## src/include/hb_dec_config.svh

```systemverilog
// Build-time constants for the halfband decimator.
// Included by the package and by any RTL that needs the raw values.
// The taps are on a 2^17 scale and describe A, 0, B, 1/2, B, 0, A.

`ifndef HB_DEC_CONFIG_SVH
`define HB_DEC_CONFIG_SVH

// Sample width at the block ports
`define HB_WIDTH 18

// Width after input rounding, one bit short so folded sums fit the 18x18 multiplier
`define HB_INT_WIDTH 17

// Full product and accumulator width
`define HB_ACC_WIDTH 36

// Outer and inner taps
`define HB_COEFF_A (-10690)
`define HB_COEFF_B 75809

`endif
```

## src/verilog/hb_dec_pkg.sv

```systemverilog
// Shared types for the halfband decimator.
// Modules refer to these through hb_dec_pkg:: scoped names.

`include "hb_dec_config.svh"

package hb_dec_pkg;

   // Signed sample as seen on the ports
   typedef logic signed [`HB_WIDTH-1:0] sample_t;

   // Sample after the input rounding stage
   typedef logic signed [`HB_INT_WIDTH-1:0] int_sample_t;

   // Multiplier product and accumulator
   typedef logic signed [`HB_ACC_WIDTH-1:0] acc_t;

   // One filter tap, sized for the 18-bit multiplier input
   typedef logic signed [17:0] coeff_t;

   // Complex sample, with I in the upper half
   typedef struct packed {
      sample_t i;
      sample_t q;
   } iq_sample_t;

endpackage

```

## src/verilog/hb_dec_iq.sv

```systemverilog
// Complex halfband decimator, two identical lanes for I and Q.
// Both lanes see the same strobe, run and bypass, so they run in
// lockstep and the I lane strobe stands for the pair.

`timescale 1ns/1ps

module hb_dec_iq (
   input  logic                   clk,
   input  logic                   rst,
   input  logic                   bypass,
   input  logic                   run,
   input  logic                   stb_in,
   input  hb_dec_pkg::iq_sample_t data_in,
   output logic                   stb_out,
   output hb_dec_pkg::iq_sample_t data_out
);

   // Lane results before they are packed back into the struct
   hb_dec_pkg::sample_t out_i;
   hb_dec_pkg::sample_t out_q;

   small_hb_dec lane_i (
      .clk      (clk),
      .rst      (rst),
      .bypass   (bypass),
      .run      (run),
      .stb_in   (stb_in),
      .data_in  (data_in.i),
      .stb_out  (stb_out),
      .data_out (out_i)
   );

   // Q strobe is identical to the I strobe and is not needed
   small_hb_dec lane_q (
      .clk      (clk),
      .rst      (rst),
      .bypass   (bypass),
      .run      (run),
      .stb_in   (stb_in),
      .data_in  (data_in.q),
      .stb_out  (),
      .data_out (out_q)
   );

   assign data_out = '{i: out_i, q: out_q};

endmodule

```

## src/verilog/small_hb_dec.sv

```systemverilog
// One lane of the short halfband decimator, taps A, 0, B, 1/2, B, 0, A.
// Every second input strobe starts a computation that folds the
// symmetric taps and runs them through one shared 18x18 multiplier
// over two cycles. The output strobe follows the completing input
// strobe by 8 cycles. With bypass high the input is registered once
// and sent straight out. Input strobes must be at least 2 cycles apart.

`timescale 1ns/1ps

`include "hb_dec_config.svh"

module small_hb_dec (
   input  logic                 clk,
   input  logic                 rst,
   input  logic                 bypass,
   input  logic                 run,
   input  logic                 stb_in,
   input  hb_dec_pkg::sample_t  data_in,
   output logic                 stb_out,
   output hb_dec_pkg::sample_t  data_out
);

   // Taps on the 2^17 scale
   localparam hb_dec_pkg::coeff_t COEFF_A = `HB_COEFF_A;
   localparam hb_dec_pkg::coeff_t COEFF_B = `HB_COEFF_B;

   // Zero bits below the centre term so it lines up with the products
   localparam int CTR_SHIFT = `HB_ACC_WIDTH - `HB_INT_WIDTH - 2;

   // Rounded input and its strobe
   hb_dec_pkg::int_sample_t data_rnd;
   logic                    stb_rnd;

   // The same, registered once more
   hb_dec_pkg::int_sample_t data_rnd_d1;
   logic                    stb_rnd_d1;

   // Decimation phase and the computation sequence flags
   logic phase;
   logic go;
   logic go_d1;
   logic go_d2;
   logic go_d3;
   logic go_d4;

   // Delay line, d1 newest
   hb_dec_pkg::int_sample_t d1, d2, d3, d4, d5, d6;

   // Folded pairs and the centre term, all one bit wider than a sample
   logic signed [`HB_INT_WIDTH:0] sum_a;
   logic signed [`HB_INT_WIDTH:0] sum_b;
   logic signed [`HB_INT_WIDTH:0] middle;

   // Multiplier operands, product and accumulator
   logic signed [`HB_INT_WIDTH:0] mult_sum;
   hb_dec_pkg::coeff_t            mult_coeff;
   hb_dec_pkg::acc_t              prod;
   hb_dec_pkg::acc_t              accum;

   // Rounded accumulator with one guard bit, and its clipped form
   logic [`HB_WIDTH:0]   accum_rnd;
   hb_dec_pkg::sample_t  accum_clip;
   logic                 stb_round;

   // Input rounding 18 to 17 bits
   round_sd #(
      .WIDTH_IN  (`HB_WIDTH),
      .WIDTH_OUT (`HB_INT_WIDTH)
   ) round_in (
      .clk        (clk),
      .rst        (rst),
      .in         (data_in),
      .strobe_in  (stb_in),
      .out        (data_rnd),
      .strobe_out (stb_rnd)
   );

   always_ff @(posedge clk)
   begin
      if (rst)
         stb_rnd_d1 <= 1'b0;
      else
         stb_rnd_d1 <= stb_rnd;
   end

   always_ff @(posedge clk)
   begin
      data_rnd_d1 <= data_rnd;
   end

   // Phase toggles per sample; the second sample of a pair launches go
   always_ff @(posedge clk)
   begin
      if (rst || !run)
         phase <= 1'b0;
      else if (stb_rnd_d1)
         phase <= ~phase;
   end

   assign go = stb_rnd_d1 & phase;

   // go_d1 and go_d2 drive the multiplier, go_d2 and go_d3 the accumulator,
   // go_d4 hands the result to the output rounding
   always_ff @(posedge clk)
   begin
      if (rst || !run)
      begin
         go_d1 <= 1'b0;
         go_d2 <= 1'b0;
         go_d3 <= 1'b0;
         go_d4 <= 1'b0;
      end
      else
      begin
         go_d1 <= go;
         go_d2 <= go_d1;
         go_d3 <= go_d2;
         go_d4 <= go_d3;
      end
   end

   // Shift one sample per strobe
   always_ff @(posedge clk)
   begin
      if (rst)
      begin
         d1 <= '0;
         d2 <= '0;
         d3 <= '0;
         d4 <= '0;
         d5 <= '0;
         d6 <= '0;
      end
      else if (stb_rnd_d1)
      begin
         d1 <= data_rnd_d1;
         d2 <= d1;
         d3 <= d2;
         d4 <= d3;
         d5 <= d4;
         d6 <= d5;
      end
   end

   // The newest sample and d6 share tap A, d2 and d4 share tap B,
   // and d3 sits on the centre tap
   always_ff @(posedge clk)
   begin
      if (go)
      begin
         sum_a  <= data_rnd_d1 + d6;
         sum_b  <= d2 + d4;
         middle <= {d3, 1'b0};
      end
   end

   // Outer pair first, inner pair on the next cycle
   assign mult_sum   = go_d2 ? sum_b : sum_a;
   assign mult_coeff = go_d2 ? COEFF_B : COEFF_A;

   // Registered 18x18 product
   always_ff @(posedge clk)
   begin
      if (go_d1 || go_d2)
         prod <= mult_coeff * mult_sum;
   end

   // Products are doubled and the centre term lands at unit gain,
   // which sets the DC gain to (2^17 + 2A + 2B) / 2^17
   always_ff @(posedge clk)
   begin
      if (go_d2)
         accum <= {middle[`HB_INT_WIDTH], middle, {CTR_SHIFT{1'b0}}} + (prod <<< 1);
      else if (go_d3)
         accum <= accum + (prod <<< 1);
   end

   // Output rounding 36 to 19 bits
   round_sd #(
      .WIDTH_IN  (`HB_ACC_WIDTH),
      .WIDTH_OUT (`HB_WIDTH + 1)
   ) round_acc (
      .clk        (clk),
      .rst        (rst),
      .in         (accum),
      .strobe_in  (go_d4),
      .out        (accum_rnd),
      .strobe_out (stb_round)
   );

   // Saturate when the guard bit disagrees with the sign
   assign accum_clip = (accum_rnd[`HB_WIDTH] != accum_rnd[`HB_WIDTH-1])
                     ? {accum_rnd[`HB_WIDTH], {(`HB_WIDTH-1){~accum_rnd[`HB_WIDTH]}}}
                     : accum_rnd[`HB_WIDTH-1:0];

   // Output register, filter result or bypassed input
   always_ff @(posedge clk)
   begin
      if (rst)
         stb_out <= 1'b0;
      else
         stb_out <= bypass ? stb_in : (stb_round & run);
   end

   always_ff @(posedge clk)
   begin
      data_out <= bypass ? data_in : accum_clip;
   end

endmodule

```

## src/verilog/round_sd.sv

```systemverilog
// Error-feedback rounding from WIDTH_IN down to WIDTH_OUT bits.
// The bits dropped on one strobe are added back in on the next,
// so the rounding error is pushed to high frequency and the DC
// value carries no bias. Output and strobe come one cycle after
// strobe_in. A positive overflow from the added error saturates.

`timescale 1ns/1ps

module round_sd #(
   parameter int WIDTH_IN  = 18,
   parameter int WIDTH_OUT = 17
) (
   input  logic                 clk,
   input  logic                 rst,
   input  logic [WIDTH_IN-1:0]  in,
   input  logic                 strobe_in,
   output logic [WIDTH_OUT-1:0] out,
   output logic                 strobe_out
);

   // Number of bits removed per sample
   localparam int ERR_W = WIDTH_IN - WIDTH_OUT;

   // Leftover fraction from the previous strobe, always non-negative
   logic [ERR_W-1:0] err;

   // Input plus leftover, one bit wider so the add cannot wrap
   logic signed [WIDTH_IN:0] sum;

   // Upper part of the sum, one guard bit above the output width
   logic signed [WIDTH_OUT:0] quot;

   // Guard bit and sign disagree, result out of range
   logic ovf;

   assign sum  = $signed({in[WIDTH_IN-1], in}) + $signed({1'b0, err});
   assign quot = sum[WIDTH_IN:ERR_W];
   assign ovf  = quot[WIDTH_OUT] != quot[WIDTH_OUT-1];

   // Control side: leftover error and the strobe
   always_ff @(posedge clk)
   begin
      if (rst)
      begin
         err        <= '0;
         strobe_out <= 1'b0;
      end
      else
      begin
         strobe_out <= strobe_in;
         if (strobe_in)
            err <= sum[ERR_W-1:0];
      end
   end

   // Rounded value, held between strobes
   always_ff @(posedge clk)
   begin
      if (strobe_in)
         out <= ovf ? {quot[WIDTH_OUT], {(WIDTH_OUT-1){~quot[WIDTH_OUT]}}}
                    : quot[WIDTH_OUT-1:0];
   end

endmodule

```

## config.mk

```make
export PLATFORM = sky130hd
export DESIGN_NAME = hb_dec_iq
export DESIGN_NICKNAME = d
export VERILOG_FILES = /design/src/verilog/hb_dec_pkg.sv /design/src/verilog/hb_dec_iq.sv /design/src/verilog/small_hb_dec.sv /design/src/verilog/round_sd.sv
export VERILOG_INCLUDE_DIRS = /design/src /design/src/include
export SDC_FILE = /design/constraint.sdc
export NUM_CORES = 2
export LEC_CHECK = 0
export BUFFER_PORTS_ARGS = -buffer_cell sky130_fd_sc_hd__buf_2
export CORE_AREA = 3 3 250 374
export CTS_BUF_LIST = sky130_fd_sc_hd__clkbuf_2
export DETAILED_ROUTE_END_ITERATION = 16
export DIE_AREA = 0 0 253 377
export MAX_ROUTING_LAYER = met4
export PLACE_DENSITY_LB_ADDON = 0.3
export SLEW_MARGIN = 10
export SYNTH_ARGS = -nofsm -noshare
export SYNTH_HDL_FRONTEND = slang
export SYNTH_SLANG_ARGS = --single-unit
export TNS_END_PERCENT = 20
```

## constraint.sdc

```tcl
create_clock -name clk -period 7.7 [get_ports clk]
set_input_delay 1.54 -clock clk [delete_from_list [all_inputs] [get_ports clk]]
set_output_delay 1.54 -clock clk [all_outputs]
set_load 0.005 [all_outputs]
```

==> run_results.csv <==
group,metric,value,unit
setup_path,cpPeakStageDelay,670,ps
power,power_density,139.7,nW/um^2
synthesis,yosys_register_bits,640,
synthesis,synth_area_per_cell,10.03,sq um
min_path,worst_hold_path_type,"in -> reg",
clock_tree,ctsHoldBuffers,0,
sta,hold_viol_final,0,
synthesis,synth_edf_count,318,
die,die_area,95380,sq um
min_path,hold-path-endpoint,"lane_q.data_out[0]",
final_layout,finalNetCount,6051,
final_layout,drive_gt1_share,8.346,%
power,power,7.371,mW
synthesis,synthTopCellsByCount,"inv_1, ha_1, fa_1, nor2_1, nand2_1",
global_routing,grt_pass1_vias,37160,
clock_tree,cts_setup_buffers,0,
synthesis,syn-instance-count,4947,
setup_path,regToRegSetupSlack,420,ps
die,die_w,253,um
synthesis,ys.flop_type,"dfxtp_1",
place,place_congestion,1.012,
synthesis,yosysWarningCount,0,
synthesis,synth_seq_area_share,32.24,%
setup_path,cp_top_family,"adder cells",
run_status,status,"complete, no violations",
synthesis,yosys.area.top_type,"edfxtp_1",
clock_tree,h-tree-depth,4,
sta,setup_tns,0,ps
setup_path,r2r_start,"lane_i.go_d2",
job,drv_cap,0,
drt,finalWirelength,132000,um
synthesis,yosys-top-cells-area,"edfxtp_1, fa_1, dfxtp_1",
setup_path,end_kind,"flip-flop",
drt,ant_nets,0,
setup_path,crit_path_frequent_cell,"inv_1",
power,vdd_drop_max,142.0,uV
die,core-area,90540,sq um
global_routing,track_usage,29.29,%
synthesis,yosysMostFrequentCell,"inv_1",
clock_tree,clk_latency,1490,ps
synthesis,syn-cell-area,49610,sq um
drt,viasPerCell,5.536,
synthesis,synth_cell_types,84,
synthesis,synthArstFlopShare,0,%
power,power_leakage,23.77,nW
place,io_buffers,77,
setup_path,arrival,8460,ps
setup_path,r2r-end,"lane_i.prod[29]",
die,start_util,54.79,%
final_layout,area_growth,6.361,%
global_routing,grt_max_degree,97,
clock_tree,cts_resized,0,
place,dp_hpwl,108400,um
clock_tree,cts_made_buffers,158,
drt,wl_met1,43910,um
min_path,min_path_cells,3,
sta,drv_slew,0,
synthesis,synth.top_cell.area_share,19.25,%
clock_tree,cts_tree,"built",
setup_path,cp.required,8880,ps
drt,drc,0,
drt,wl_met3,5149,um
drt,drt_first_pass_iters,7,
drt,dr_wl_met2,69030,um
setup_path,path_buf_inv,7,
drt,top_layer,"met4",
sta,setup_viol,0,
setup_path,slowest_stage,"fa_1",
drt,vias,35390,
global_routing,grt-ovfl-total,0,
setup_path,reg2regPathDepth,23,
setup_path,criticalPathCategory,"reg -> reg",
sta,skew,160.3,ps
die,die_y,377,um
setup_path,path_max_fanout,48,
global_routing,grt_pass1_wl,203900,um
min_path,min-delay-start,"data_in[0]",
die,pin_count,78,
global_routing,antenna_found_initial,16,
clock_tree,clk_pin_slew,130,ps
sta,rsz0062_at_grt,"false",
setup_path,start_kind,"flip-flop",
drt,drt_iter0_markers,1924,
setup_path,cp_cell_sequence,"nor2b_1 > inv_1 > fa_1 > inv_1 > fa_1 > inv_1 > fa_1 > inv_1 > fa_1 > fa_1 > inv_1 > fa_1 > inv_1 > ha_1 > nand3_1 > nor2_1 > nand4_1 > o21ai_0 > o41ai_2 > o21ai_1 > inv_1 > o21ai_0 > xor2_1",
clock_tree,cts_sinks,640,
clock_tree,cts_buffer_depth,3,
sta,post-route-min-period,7277,ps
clock_tree,cts-root-buf,"clkbuf_2",
die,rows,135,
sta,slew_headroom,27.48,%
sta,clock.fmax,137.4,MHz
sta,fin_crit_sh,94.50,%
sta,worstMarginPinSlew,1088,ps
drt,wire_per_inst,20.65,um
report_power, final:
group	switching [mW]	internal, mW	total [mW]
clock network	1.49	0.916	2.40
logic	0.750	0.525	1.28
registers	0.0347	3.66	3.69
stage by stage:
stage	setup slack [ps]	utilization, %	hold slack, ps	cell area, sq um	std cells
final	423.3	58.28	293.1	52760	6393
after global routing	73.12	58.27	211.2	52760	6390
after CTS	417.4	58.23	122.6	52720	6376
after detailed placement	491.0	56.53	327.9	51180	6080
after global placement	554.0	56.53	323.7	51180	6080
after floorplan	900.5	-	323.3	49620	4949
layer usage:
| metal | global-route usage (%) | vias up |
|---|---|---|
| li1 | - | 16890 |
| met1 | 27.22 | 17170 |
| met2 | 51.88 | 902 |
| met3 | 4.123 | 438 |
| met4 | 26.46 | 0 |
| met5 | - | - |
cell type report:
| cell class | instances | area [sq um] |
|---|---|---|
| well taps | 1164 | 1456 |
| inverters | 741 | 2781 |
| diodes | 17 | 42.54 |
| multi-input cells | 3427 | 30300 |
| flip-flops and latches | 640 | 16010 |
| clock inverters | 62 | 369.1 |
| fillers | 7887 | 37770 |
| repair buffers | 108 | 639.4 |
| clock buffers | 234 | 1171 |
cells in the final DEF, fill, tap and decap left out, types with 183 or more instances in the layout:
| master | netlist | layout |
|---|---|---|
| a21oi_1 | 183 | 183 |
| clkbuf_2 | 0 | 234 |
| dfxtp_1 | 322 | 317 |
| edfxtp_1 | 318 | 318 |
| fa_1 | 446 | 446 |
| ha_1 | 488 | 488 |
| inv_1 | 741 | 741 |
| mux2i_1 | 240 | 240 |
| nand2_1 | 336 | 336 |
| nor2_1 | 429 | 429 |
| o21ai_0 | 263 | 263 |
| xnor2_1 | 190 | 190 |
sequential cells by signal, summed over array words and instances, names as in the netlist, 18 cells and up:
name and cells:
lane_i.accum 35, lane_i.data_out 18, lane_i.prod 35, lane_i.round_acc.out 19
lane_i.sum_a 18, lane_i.sum_b 18, lane_q.accum 35, lane_q.data_out 18
lane_q.prod 35, lane_q.round_acc.out 19, lane_q.sum_a 18, lane_q.sum_b 18
cell families after synthesis:
logic type / share of synthesized area [%]
adders and majority gates: 30.31
other: 0.01514
xor gates and xnor gates: 4.961
buffers and inverters: 6.704
AOI/OAI and AO/OA: 9.899
DFF: 32.24
muxes: 5.001
and+or+nand+nor: 10.87
tightest hold or removal path: cells and delay by family:
family | cells | cell delay, ps
buffers and inverters | 1 | 90
AOI/OAI and AO/OA | 1 | 50
and+or+nand+nor | 1 | 40
worst max-delay path by stage:
| stage | from | end | cells past startpoint |
|---|---|---|---|
| after floorplan | lane_q.go_d2 | lane_q.prod[27] | 23 |
| after global placement | lane_q.go_d2 | lane_q.prod[27] | 20 |
| after detailed placement | lane_q.go_d2 | lane_q.prod[27] | 22 |
| after CTS | lane_i.go_d2 | lane_i.prod[29] | 23 |
| after global routing | lane_i.go_d2 | lane_i.prod[29] | 23 |
| final | lane_i.go_d2 | lane_i.prod[29] | 23 |
Note: power is estimated with default switching activity, not from simulation.
